<file path="src/source/isa_pkg.sv">
package isa_pkg;

	localparam int DATA_W     = 32;
	localparam int REG_ADDR_W = 5;
	localparam int REG_NUM    = 32;
	localparam int IMM_W      = 16;

	typedef logic [DATA_W-1:0]     word_t;
	typedef logic [REG_ADDR_W-1:0] reg_addr_t;
	typedef logic [IMM_W-1:0]      imm_t;

	// Decoded operation, immediate forms take rt as destination
	typedef enum logic [2:0] {
		OP_ADD  = 3'd0,
		OP_SUB  = 3'd1,
		OP_AND  = 3'd2,
		OP_OR   = 3'd3,
		OP_XOR  = 3'd4,
		OP_SLT  = 3'd5,
		OP_ADDI = 3'd6,
		OP_LUI  = 3'd7
	} alu_op_t;

endpackage

</file>
<file path="src/source/ooo_pkg.sv">
package ooo_pkg;

	// Reorder buffer
	localparam int ROB_DEPTH = 8;
	localparam int ROB_TAG_W = $clog2(ROB_DEPTH);
	localparam int ROB_CNT_W = $clog2(ROB_DEPTH + 1);

	typedef logic [ROB_TAG_W-1:0] rob_tag_t;
	typedef logic [ROB_CNT_W-1:0] rob_cnt_t;

	// Reservation stations
	localparam int RS_DEPTH = 2;
	localparam int RS_IDX_W = $clog2(RS_DEPTH);

	typedef logic [RS_IDX_W-1:0] rs_idx_t;

endpackage

</file>
<file path="src/source/regfile.sv">
module regfile (
	input  logic               clk,
	input  logic               arst_n,
	input  isa_pkg::reg_addr_t raddr_a,
	input  isa_pkg::reg_addr_t raddr_b,
	output isa_pkg::word_t     rdata_a,
	output isa_pkg::word_t     rdata_b,
	input  logic               we,
	input  isa_pkg::reg_addr_t waddr,
	input  isa_pkg::word_t     wdata
);
	import isa_pkg::*;

	word_t regs [REG_NUM];

	// Register zero is never written
	always_ff @(posedge clk or negedge arst_n) begin
		if (!arst_n) begin
			for (int i = 0; i < REG_NUM; i++) begin
				regs[i] <= '0;
			end
		end else if (we && waddr != '0) begin
			regs[waddr] <= wdata;
		end
	end

	// Write-first bypass
	always_comb begin
		rdata_a = regs[raddr_a];
		rdata_b = regs[raddr_b];
		if (we && waddr != '0 && waddr == raddr_a)
			rdata_a = wdata;
		if (we && waddr != '0 && waddr == raddr_b)
			rdata_b = wdata;
	end

endmodule

</file>
<file path="src/source/regfile_status.sv">
module regfile_status (
	input  logic               clk,
	input  logic               arst_n,
	input  isa_pkg::reg_addr_t raddr_a,
	input  isa_pkg::reg_addr_t raddr_b,
	output logic               busy_a,
	output logic               busy_b,
	output ooo_pkg::rob_tag_t  tag_a,
	output ooo_pkg::rob_tag_t  tag_b,
	input  logic               status_we,
	input  isa_pkg::reg_addr_t status_waddr,
	input  ooo_pkg::rob_tag_t  status_wtag,
	input  logic               status_clr,
	input  isa_pkg::reg_addr_t clr_addr,
	input  ooo_pkg::rob_tag_t  clr_tag
);
	import isa_pkg::*;
	import ooo_pkg::*;

	logic [REG_NUM-1:0] busy;
	rob_tag_t           tags [REG_NUM];

	// Release only on matching tag, a new writer in the same cycle wins
	always_ff @(posedge clk or negedge arst_n) begin
		if (!arst_n) begin
			busy <= '0;
		end else begin
			if (status_clr && tags[clr_addr] == clr_tag)
				busy[clr_addr] <= 1'b0;
			if (status_we && status_waddr != '0)
				busy[status_waddr] <= 1'b1;
		end
	end

	always_ff @(posedge clk) begin
		if (status_we && status_waddr != '0)
			tags[status_waddr] <= status_wtag;
	end

	assign busy_a = busy[raddr_a];
	assign busy_b = busy[raddr_b];
	assign tag_a  = tags[raddr_a];
	assign tag_b  = tags[raddr_b];

endmodule

</file>
<file path="src/source/rob.sv">
module rob (
	input  logic               clk,
	input  logic               arst_n,
	input  logic               push,
	input  isa_pkg::reg_addr_t push_rd,
	output ooo_pkg::rob_tag_t  rob_tail,
	output logic               rob_full,
	input  logic               pop,
	output logic               head_valid,
	output logic               head_done,
	output ooo_pkg::rob_tag_t  head_tag,
	output isa_pkg::reg_addr_t head_rd,
	output isa_pkg::word_t     head_data,
	input  ooo_pkg::rob_tag_t  look_tag_a,
	input  ooo_pkg::rob_tag_t  look_tag_b,
	output logic               look_done_a,
	output logic               look_done_b,
	output isa_pkg::word_t     look_data_a,
	output isa_pkg::word_t     look_data_b,
	input  logic               cdb_valid,
	input  ooo_pkg::rob_tag_t  cdb_tag,
	input  isa_pkg::word_t     cdb_data
);
	import isa_pkg::*;
	import ooo_pkg::*;

	rob_tag_t               head;
	rob_tag_t               tail;
	rob_cnt_t               count;
	logic [ROB_DEPTH-1:0]   entry_done;
	reg_addr_t              entry_rd   [ROB_DEPTH];
	word_t                  entry_data [ROB_DEPTH];

	// Pointers wrap at the power-of-two depth
	always_ff @(posedge clk or negedge arst_n) begin
		if (!arst_n) begin
			head  <= '0;
			tail  <= '0;
			count <= '0;
		end else begin
			if (push)
				tail <= tail + rob_tag_t'(1);
			if (pop)
				head <= head + rob_tag_t'(1);
			case ({push, pop})
				2'b10:   count <= count + rob_cnt_t'(1);
				2'b01:   count <= count - rob_cnt_t'(1);
				default: count <= count;
			endcase
		end
	end

	// Done flags, set by the CDB and cleared on allocation
	always_ff @(posedge clk or negedge arst_n) begin
		if (!arst_n) begin
			entry_done <= '0;
		end else begin
			if (cdb_valid)
				entry_done[cdb_tag] <= 1'b1;
			if (push)
				entry_done[tail] <= 1'b0;
		end
	end

	always_ff @(posedge clk) begin
		if (push)
			entry_rd[tail] <= push_rd;
		if (cdb_valid)
			entry_data[cdb_tag] <= cdb_data;
	end

	assign rob_tail   = tail;
	assign rob_full   = (count == rob_cnt_t'(ROB_DEPTH));
	assign head_valid = (count != '0);
	assign head_done  = entry_done[head];
	assign head_tag   = head;
	assign head_rd    = entry_rd[head];
	assign head_data  = entry_data[head];

	// Operand lookups for issue
	assign look_done_a = entry_done[look_tag_a];
	assign look_done_b = entry_done[look_tag_b];
	assign look_data_a = entry_data[look_tag_a];
	assign look_data_b = entry_data[look_tag_b];

endmodule

</file>
<file path="src/source/alu_rs.sv">
module alu_rs (
	input  logic              clk,
	input  logic              arst_n,
	input  logic              rs_push,
	input  isa_pkg::alu_op_t  rs_op,
	input  ooo_pkg::rob_tag_t rs_tag,
	input  isa_pkg::word_t    rs_val_a,
	input  isa_pkg::word_t    rs_val_b,
	input  logic              rs_rdy_a,
	input  logic              rs_rdy_b,
	input  ooo_pkg::rob_tag_t rs_src_a,
	input  ooo_pkg::rob_tag_t rs_src_b,
	output logic              rs_full,
	output logic              cdb_valid,
	output ooo_pkg::rob_tag_t cdb_tag,
	output isa_pkg::word_t    cdb_data
);
	import isa_pkg::*;
	import ooo_pkg::*;

	logic [RS_DEPTH-1:0] valid, rdy_a, rdy_b, ready, wake_a, wake_b;
	alu_op_t             ent_op  [RS_DEPTH];
	rob_tag_t            ent_tag [RS_DEPTH];
	rob_tag_t            src_a   [RS_DEPTH];
	rob_tag_t            src_b   [RS_DEPTH];
	word_t               val_a   [RS_DEPTH];
	word_t               val_b   [RS_DEPTH];
	rs_idx_t             older, sel_idx, push_idx, other_idx;
	logic                sel_valid;
	word_t               result;

	// Snoop own CDB for waiting operands
	always_comb begin
		for (int i = 0; i < RS_DEPTH; i++) begin
			wake_a[i] = valid[i] & ~rdy_a[i] & cdb_valid & (cdb_tag == src_a[i]);
			wake_b[i] = valid[i] & ~rdy_b[i] & cdb_valid & (cdb_tag == src_b[i]);
			ready[i]  = valid[i] & rdy_a[i] & rdy_b[i];
		end
	end

	// Oldest ready entry first
	assign sel_valid = |ready;
	assign sel_idx   = ready[older] ? older : ~older;
	assign push_idx  = valid[0] ? rs_idx_t'(1) : rs_idx_t'(0);
	assign other_idx = ~push_idx;
	assign rs_full   = &valid;

	always_comb begin
		case (ent_op[sel_idx])
			OP_ADD, OP_ADDI: result = val_a[sel_idx] + val_b[sel_idx];
			OP_SUB:          result = val_a[sel_idx] - val_b[sel_idx];
			OP_AND:          result = val_a[sel_idx] & val_b[sel_idx];
			OP_OR:           result = val_a[sel_idx] | val_b[sel_idx];
			OP_XOR:          result = val_a[sel_idx] ^ val_b[sel_idx];
			OP_SLT:          result = word_t'($signed(val_a[sel_idx]) < $signed(val_b[sel_idx]));
			OP_LUI:          result = {val_b[sel_idx][15:0], 16'h0000};
			default:         result = '0;
		endcase
	end

	always_ff @(posedge clk or negedge arst_n) begin
		if (!arst_n) begin
			valid     <= '0;
			rdy_a     <= '0;
			rdy_b     <= '0;
			older     <= '0;
			cdb_valid <= 1'b0;
		end else begin
			cdb_valid <= sel_valid;
			rdy_a     <= rdy_a | wake_a;
			rdy_b     <= rdy_b | wake_b;
			if (sel_valid)
				valid[sel_idx] <= 1'b0;
			if (rs_push) begin
				valid[push_idx] <= 1'b1;
				rdy_a[push_idx] <= rs_rdy_a;
				rdy_b[push_idx] <= rs_rdy_b;
				// Survivor in the other slot stays older
				if (valid[other_idx] && !(sel_valid && sel_idx == other_idx))
					older <= other_idx;
				else
					older <= push_idx;
			end else if (sel_valid) begin
				older <= ~sel_idx;
			end
		end
	end

	always_ff @(posedge clk) begin
		for (int i = 0; i < RS_DEPTH; i++) begin
			if (wake_a[i])
				val_a[i] <= cdb_data;
			if (wake_b[i])
				val_b[i] <= cdb_data;
		end
		if (rs_push) begin
			ent_op[push_idx]  <= rs_op;
			ent_tag[push_idx] <= rs_tag;
			val_a[push_idx]   <= rs_val_a;
			val_b[push_idx]   <= rs_val_b;
			src_a[push_idx]   <= rs_src_a;
			src_b[push_idx]   <= rs_src_b;
		end
		cdb_tag  <= ent_tag[sel_idx];
		cdb_data <= result;
	end

endmodule

</file>
<file path="src/source/instr_issue.sv">
module instr_issue (
	input  logic               instr_valid,
	input  isa_pkg::alu_op_t   instr_op,
	input  isa_pkg::reg_addr_t instr_rd,
	input  isa_pkg::reg_addr_t instr_rs,
	input  isa_pkg::reg_addr_t instr_rt,
	input  isa_pkg::imm_t      instr_imm,
	output logic               issue_stall,
	output isa_pkg::reg_addr_t reg_raddr_a,
	output isa_pkg::reg_addr_t reg_raddr_b,
	input  isa_pkg::word_t     reg_rdata_a,
	input  isa_pkg::word_t     reg_rdata_b,
	input  logic               stat_busy_a,
	input  logic               stat_busy_b,
	input  ooo_pkg::rob_tag_t  stat_tag_a,
	input  ooo_pkg::rob_tag_t  stat_tag_b,
	output logic               status_we,
	output isa_pkg::reg_addr_t status_waddr,
	output ooo_pkg::rob_tag_t  status_wtag,
	output logic               rob_push,
	output isa_pkg::reg_addr_t rob_push_rd,
	input  ooo_pkg::rob_tag_t  rob_tail,
	input  logic               rob_full,
	output ooo_pkg::rob_tag_t  look_tag_a,
	output ooo_pkg::rob_tag_t  look_tag_b,
	input  logic               look_done_a,
	input  logic               look_done_b,
	input  isa_pkg::word_t     look_data_a,
	input  isa_pkg::word_t     look_data_b,
	input  logic               cdb_valid,
	input  ooo_pkg::rob_tag_t  cdb_tag,
	input  isa_pkg::word_t     cdb_data,
	input  logic               rs_full,
	output logic               rs_push,
	output isa_pkg::alu_op_t   rs_op,
	output ooo_pkg::rob_tag_t  rs_tag,
	output isa_pkg::word_t     rs_val_a,
	output isa_pkg::word_t     rs_val_b,
	output logic               rs_rdy_a,
	output logic               rs_rdy_b,
	output ooo_pkg::rob_tag_t  rs_src_a,
	output ooo_pkg::rob_tag_t  rs_src_b
);
	import isa_pkg::*;
	import ooo_pkg::*;

	logic      accept, is_imm;
	reg_addr_t dest;
	word_t     imm_val, opnd_a, opnd_b;
	logic      opnd_rdy_a, opnd_rdy_b;

	// Register file, then ROB, then CDB, else wait on the tag
	function automatic void resolve(
		input  logic     busy,
		input  rob_tag_t tag,
		input  word_t    rf_data,
		input  logic     rob_done,
		input  word_t    rob_data,
		output word_t    val,
		output logic     rdy
	);
		rdy = 1'b1;
		if (!busy)
			val = rf_data;
		else if (rob_done)
			val = rob_data;
		else if (cdb_valid && cdb_tag == tag)
			val = cdb_data;
		else begin
			val = '0;
			rdy = 1'b0;
		end
	endfunction

	assign issue_stall = rob_full | rs_full;
	assign accept      = instr_valid & ~issue_stall;
	assign is_imm      = (instr_op == OP_ADDI) || (instr_op == OP_LUI);
	assign dest        = is_imm ? instr_rt : instr_rd;
	// LUI keeps the raw field, the ALU shifts it up
	assign imm_val     = (instr_op == OP_LUI) ? word_t'(instr_imm)
	                                          : {{16{instr_imm[15]}}, instr_imm};

	assign reg_raddr_a = instr_rs;
	assign reg_raddr_b = instr_rt;
	assign look_tag_a  = stat_tag_a;
	assign look_tag_b  = stat_tag_b;

	always_comb begin
		resolve(stat_busy_a, stat_tag_a, reg_rdata_a, look_done_a, look_data_a,
		        opnd_a, opnd_rdy_a);
		resolve(stat_busy_b, stat_tag_b, reg_rdata_b, look_done_b, look_data_b,
		        opnd_b, opnd_rdy_b);
	end

	assign rs_val_a = (instr_op == OP_LUI) ? '0 : opnd_a;
	assign rs_rdy_a = (instr_op == OP_LUI) ? 1'b1 : opnd_rdy_a;
	assign rs_val_b = is_imm ? imm_val : opnd_b;
	assign rs_rdy_b = is_imm ? 1'b1 : opnd_rdy_b;
	assign rs_src_a = stat_tag_a;
	assign rs_src_b = stat_tag_b;

	assign rs_push      = accept;
	assign rs_op        = instr_op;
	assign rs_tag       = rob_tail;
	assign rob_push     = accept;
	assign rob_push_rd  = dest;
	assign status_we    = accept;
	assign status_waddr = dest;
	assign status_wtag  = rob_tail;

endmodule

</file>
<file path="src/source/commit_ctrl.sv">
module commit_ctrl (
	input  logic               clk,
	input  logic               arst_n,
	input  logic               head_valid,
	input  logic               head_done,
	input  ooo_pkg::rob_tag_t  head_tag,
	input  isa_pkg::reg_addr_t head_rd,
	input  isa_pkg::word_t     head_data,
	output logic               rob_pop,
	output logic               reg_we,
	output isa_pkg::reg_addr_t reg_waddr,
	output isa_pkg::word_t     reg_wdata,
	output logic               status_clr,
	output isa_pkg::reg_addr_t clr_addr,
	output ooo_pkg::rob_tag_t  clr_tag,
	output logic               retire_valid,
	output isa_pkg::reg_addr_t retire_rd,
	output isa_pkg::word_t     retire_data
);

	// Retire in order, one per cycle, once the head has its result
	assign rob_pop = head_valid & head_done;

	assign reg_we    = rob_pop;
	assign reg_waddr = head_rd;
	assign reg_wdata = head_data;

	// Status entry freed only if no younger writer renamed it
	assign status_clr = rob_pop;
	assign clr_addr   = head_rd;
	assign clr_tag    = head_tag;

	always_ff @(posedge clk or negedge arst_n) begin
		if (!arst_n)
			retire_valid <= 1'b0;
		else
			retire_valid <= rob_pop;
	end

	always_ff @(posedge clk) begin
		if (rob_pop) begin
			retire_rd   <= head_rd;
			retire_data <= head_data;
		end
	end

endmodule

</file>
<file path="src/source/ooo_core.sv">
module ooo_core (
	input  logic               clk,
	input  logic               arst_n,
	input  logic               instr_valid,
	input  isa_pkg::alu_op_t   instr_op,
	input  isa_pkg::reg_addr_t instr_rd,
	input  isa_pkg::reg_addr_t instr_rs,
	input  isa_pkg::reg_addr_t instr_rt,
	input  isa_pkg::imm_t      instr_imm,
	output logic               issue_stall,
	output logic               retire_valid,
	output isa_pkg::reg_addr_t retire_rd,
	output isa_pkg::word_t     retire_data
);
	import isa_pkg::*;
	import ooo_pkg::*;

	// Register file
	reg_addr_t reg_raddr_a, reg_raddr_b, reg_waddr;
	word_t     reg_rdata_a, reg_rdata_b, reg_wdata;
	logic      reg_we;

	// Register status
	logic      stat_busy_a, stat_busy_b, status_we, status_clr;
	rob_tag_t  stat_tag_a, stat_tag_b, status_wtag, clr_tag;
	reg_addr_t status_waddr, clr_addr;

	// ROB
	logic      rob_push, rob_full, rob_pop, head_valid, head_done;
	logic      look_done_a, look_done_b;
	rob_tag_t  rob_tail, head_tag, look_tag_a, look_tag_b;
	reg_addr_t rob_push_rd, head_rd;
	word_t     head_data, look_data_a, look_data_b;

	// CDB and reservation stations
	logic      cdb_valid, rs_full, rs_push, rs_rdy_a, rs_rdy_b;
	rob_tag_t  cdb_tag, rs_tag, rs_src_a, rs_src_b;
	word_t     cdb_data, rs_val_a, rs_val_b;
	alu_op_t   rs_op;

	regfile regfile_inst (
		.clk,
		.arst_n,
		.raddr_a ( reg_raddr_a ),
		.raddr_b ( reg_raddr_b ),
		.rdata_a ( reg_rdata_a ),
		.rdata_b ( reg_rdata_b ),
		.we      ( reg_we      ),
		.waddr   ( reg_waddr   ),
		.wdata   ( reg_wdata   )
	);

	regfile_status regfile_status_inst (
		.clk,
		.arst_n,
		.raddr_a ( reg_raddr_a ),
		.raddr_b ( reg_raddr_b ),
		.busy_a  ( stat_busy_a ),
		.busy_b  ( stat_busy_b ),
		.tag_a   ( stat_tag_a  ),
		.tag_b   ( stat_tag_b  ),
		.status_we,
		.status_waddr,
		.status_wtag,
		.status_clr,
		.clr_addr,
		.clr_tag
	);

	rob rob_inst (
		.clk,
		.arst_n,
		.push    ( rob_push    ),
		.push_rd ( rob_push_rd ),
		.rob_tail,
		.rob_full,
		.pop     ( rob_pop     ),
		.head_valid,
		.head_done,
		.head_tag,
		.head_rd,
		.head_data,
		.look_tag_a,
		.look_tag_b,
		.look_done_a,
		.look_done_b,
		.look_data_a,
		.look_data_b,
		.cdb_valid,
		.cdb_tag,
		.cdb_data
	);

	alu_rs alu_rs_inst (
		.clk,
		.arst_n,
		.rs_push,
		.rs_op,
		.rs_tag,
		.rs_val_a,
		.rs_val_b,
		.rs_rdy_a,
		.rs_rdy_b,
		.rs_src_a,
		.rs_src_b,
		.rs_full,
		.cdb_valid,
		.cdb_tag,
		.cdb_data
	);

	instr_issue instr_issue_inst (
		.instr_valid,
		.instr_op,
		.instr_rd,
		.instr_rs,
		.instr_rt,
		.instr_imm,
		.issue_stall,
		.reg_raddr_a,
		.reg_raddr_b,
		.reg_rdata_a,
		.reg_rdata_b,
		.stat_busy_a,
		.stat_busy_b,
		.stat_tag_a,
		.stat_tag_b,
		.status_we,
		.status_waddr,
		.status_wtag,
		.rob_push,
		.rob_push_rd,
		.rob_tail,
		.rob_full,
		.look_tag_a,
		.look_tag_b,
		.look_done_a,
		.look_done_b,
		.look_data_a,
		.look_data_b,
		.cdb_valid,
		.cdb_tag,
		.cdb_data,
		.rs_full,
		.rs_push,
		.rs_op,
		.rs_tag,
		.rs_val_a,
		.rs_val_b,
		.rs_rdy_a,
		.rs_rdy_b,
		.rs_src_a,
		.rs_src_b
	);

	commit_ctrl commit_ctrl_inst (
		.clk,
		.arst_n,
		.head_valid,
		.head_done,
		.head_tag,
		.head_rd,
		.head_data,
		.rob_pop,
		.reg_we,
		.reg_waddr,
		.reg_wdata,
		.status_clr,
		.clr_addr,
		.clr_tag,
		.retire_valid,
		.retire_rd,
		.retire_data
	);

endmodule

</file>
<file path="config.mk">
export PLATFORM = sky130hd
export DESIGN_NAME = ooo_core
export DESIGN_NICKNAME = d
export VERILOG_FILES = /design/src/source/isa_pkg.sv /design/src/source/ooo_pkg.sv /design/src/source/regfile.sv /design/src/source/regfile_status.sv /design/src/source/rob.sv /design/src/source/alu_rs.sv /design/src/source/instr_issue.sv /design/src/source/commit_ctrl.sv /design/src/source/ooo_core.sv
export SDC_FILE = /design/constraint.sdc
export NUM_CORES = 2
export LEC_CHECK = 0
export BUFFER_PORTS_ARGS = -buffer_cell sky130_fd_sc_hd__buf_2
export CAP_MARGIN = 40
export CORE_MARGIN = 2
export CORE_UTILIZATION = 46
export DETAILED_ROUTE_END_ITERATION = 12
export SYNTH_ARGS = -nofsm -noshare
export SYNTH_HDL_FRONTEND = slang
export SYNTH_HIERARCHICAL = 1
export SYNTH_SLANG_ARGS = --single-unit
</file>
<file path="constraint.sdc">
create_clock -name clk -period 6.7 [get_ports clk]
set_clock_uncertainty 0.2 [all_clocks]
set_input_delay 1.005 -clock clk [delete_from_list [all_inputs] [get_ports clk]]
set_output_delay 1.005 -clock clk [all_outputs]
set_load 0.02 [all_outputs]
</file>
==> reports/qor.yml <==
post-route-min-period_ps: 5347
finalHoldViolCount: 0
syn_area_per_cell_um2: 13.84
rsz0062_at_grt: "false"
synth.ff_latch_count: 1699
clock_path_buffers: 3
clk_latency_ps: 870
firstDrtPassIters: 7
cts-resized-gates: 0
p_comb_share_pct: 48.8
die_area_um2: 209600
antenna_found_initial: 13
drive_gt1_share_pct: 39.46
switching_power_mw: 23.81
netlist.top_cell.by_area: "dfrtp_1"
worst_slew_pin_slew_ps: 1104
drt-initial-drc-count: 6500
fmax_mhz: 187.0
initial_utilization_pct: 46.30
status: "complete, no violations"
netlist_top_cells_area: "dfrtp_1 (29%), mux4_2 (19%), edfxtp_1 (18%), mux2_2 (13%), nand2_1 (2.7%)"
cts_tree: "built"
cts_hold_buf: 0
port_buffers: 75
maxCapViolCount: 0
fp.dieH_um: 457.8
core.rowCount: 166
num_vias: 63380
io-pin-count: 76
synth_top_flop_cell: "dfrtp_1"
ys_seq_area_share_pct: 47.77
clk_pin_slew_ps: 60
cp_slowest_cell: "nand2_1"
wl_um: 307900
grt_max_degree: 180
final_nets: 6717
ys_warn_count: 6
whs_ps: 56.39
drc: 0
p_int_mw: 32.59
min_period_over_period_pct: 79.81
critPathArrivalTime_ps: 5830
critPathMaxFanout: 46
slew_violations: 0
die_w_um: 457.8
first_global_vias: 63400
yosysUniqueCellTypes: 112
p_seq_share_pct: 32.1
crit_chain: "mux4_2 > mux2_4 > buf_4 > mux2i_1 > o22ai_1 > nor4_1 > nand4b_1 > nand2_1 > a31oi_1"
grt.total_usage_pct: 29.17
worstSetupPathType: "reg2reg"
syn_inst: 6845
syn-cell-area_um2: 94720
cp-start-kind: "flop"
p_per_area_nw_per_um2: 543.4
slew_headroom_pct: 26.40
fp.coreArea_um2: 204600
htreeDepth: 4
dp_hpwl_um: 191400
pwr-share-clk_pct: 19.1
cts_setup_buffers: 0
ant_nets: 0
cpPeakStageDelay_ps: 910
yosysTopAreaCellShare_pct: 28.61
overflow: 0
reg2reg_from: "rob_inst/head_tag[1]$_DFFE_PN0P_"
gp_congestion: 0.9290
startpoint: "rob_inst/head_tag[1]$_DFFE_PN0P_"
setup_viol: 0
setup.worst_path.end_class: "flop"
cp.required_ps: 7180
synth_edf_count: 581
tns_ps: 0
hold_class: "in2async"
vdd_drop_max_uv: 327.5
async_flop_share_pct: 63.74
cts_made_buffers: 185
root_buffer: "clkbuf_16"
cts_sinks: 1699
switching_share_pct: 42.22
wl_per_cell_um: 32.64
leakage_nw: 41.49
grt_pass1_wl_um: 447800
syn_to_final_growth_pct: 9.574
via_per_inst: 6.720
-- flip-flops by register name (all words and copies together) (netlist names), 3 cells and up --
register / count
alu_rs_inst/cdb_data: 32
alu_rs_inst/cdb_tag: 3
alu_rs_inst/ent_op: 6
alu_rs_inst/ent_tag: 6
alu_rs_inst/src_a: 6
alu_rs_inst/src_b: 6
alu_rs_inst/val_a: 64
alu_rs_inst/val_b: 64
commit_ctrl_inst/retire_data: 32
commit_ctrl_inst/retire_rd: 5
regfile_inst/regs: 1024
regfile_status_inst/busy: 32
regfile_status_inst/tags: 96
rob_inst/count: 4
rob_inst/entry_data: 256
rob_inst/entry_done: 8
rob_inst/entry_rd: 40
rob_inst/head_tag: 3
rob_inst/rob_tail: 3
-- layout by cell type (no fill, tap or decap), types with 70 or more instances in the layout --
master     count
dfrtp_1     1080
buf_4        139
a21oi_1      140
mux2_2      1085
o21ai_0      156
nand2_1      657
mux4_2       782
ha_1         102
o22ai_1      290
mux2i_1       70
buf_2         71
inv_1        109
nor2_1       150
clkbuf_16    191
edfxtp_1     581
-- power by group through the flow --
stage | combinational, mW | sequential, mW | clock [mW]
floorplan | 19.7 | 17.3 | 0
global placement | 26.5 | 17.9 | 0
detailed placement | 27.0 | 18.2 | 0
CTS | 27.1 | 18.0 | 10.9
global route | 29.2 | 18.5 | 11.4
finish | 27.5 | 18.1 | 10.8
-- worst max-delay path, delay by kind of cell (launching register included) --
kind,cells,cell delay (ps)
muxes,3,1380
AOI/OAI and AO/OA,2,320
buffers and inverters,1,470
and+or+nand+nor,3,1880
DFF,1,900
-- worst paths after layout --
kind | to | slack [ps] | cells past startpoint
hold reg to reg | regfile_inst/regs[1006]$_DFFE_PN0P_ | 200 | 0
max in group asynchronous | regfile_inst/regs[778]$_DFFE_PN0P_ | 4630 | 2
hold / removal | regfile_inst/regs[543]$_DFFE_PN0P_ | 60 | 1
min in group clk | alu_rs_inst/ent_op[0][2]$_DFFE_PP_ | 170 | 1
setup / recovery | regfile_status_inst/busy[10]$_DFF_PN0_ | 1350 | 9
setup reg to reg | regfile_status_inst/busy[10]$_DFF_PN0_ | 1350 | 9
-- layout make-up --
| type | count | area (µm²) |
|---|---|---|
| fill | 16990 | 100800 |
| multi-input combinational | 4306 | 45640 |
| sequential | 1699 | 45260 |
| clock buffer | 276 | 5529 |
| tap | 2688 | 3363 |
| timing repair buffer | 272 | 2673 |
| clock inverter | 71 | 887.1 |
| inverter | 112 | 420.4 |
| antenna | 8 | 20.02 |
-- routing by layer --
metal / global-route usage, % / part of all wire (%) / routed length, µm
met5: 0 / 0.027 / 83
met4: 13.40 / 5.1 / 15590
met3: 5.873 / 8.5 / 26180
met2: 45.87 / 47 / 143400
met1: 39.15 / 40 / 122600
-- logic make-up after synthesis --
family | Yosys count | share of synthesized area [%]
multiplexers | 1992 | 33.26
AO/OA/AOI/OAI | 962 | 6.886
XOR/XNOR | 41 | 0.3791
other | 1 | 0.003959
buffers and inverters | 842 | 4.438
adder cells (fa/ha/maj) | 105 | 1.400
AND/OR/NAND/NOR | 1203 | 5.857
flip-flops | 1699 | 47.77
-- synth_stat cells (all sizes together) (19+ instances only) --
library cell	n
mux2	1122
o221ai	42
a21oi	170
mux2i	73
nand2b	22
o22ai	290
nand2	680
xor2	20
xnor2	21
buf	391
or4	66
a31oi	37
nand3	45
edfxtp	581
a221oi	19
clkbuf	339
a22oi	43
dfxtp	35
nor4	20
nor3	50
dfrtp	1083
ha	102
o21ai	200
nor2	173
nor2b	55
inv	112
mux4	797
-- through the flow --
| step | utilization [%] | setup slack, ps | power [mW] | cells | instance area, µm² |
|---|---|---|---|---|---|
| floorplan | - | 1199 | 36.95 | 6847 | 94730 |
| global placement | 47.29 | 950.0 | 44.45 | 9048 | 96750 |
| detailed placement | 47.58 | 1135 | 45.13 | 9076 | 97340 |
| CTS | 50.72 | 1524 | 56.01 | 9423 | 103800 |
| global route | 50.72 | 1091 | 59.12 | 9426 | 103800 |
| finish | 50.73 | 1353 | 56.40 | 9432 | 103800 |
(Power assumes the default switching activity.)
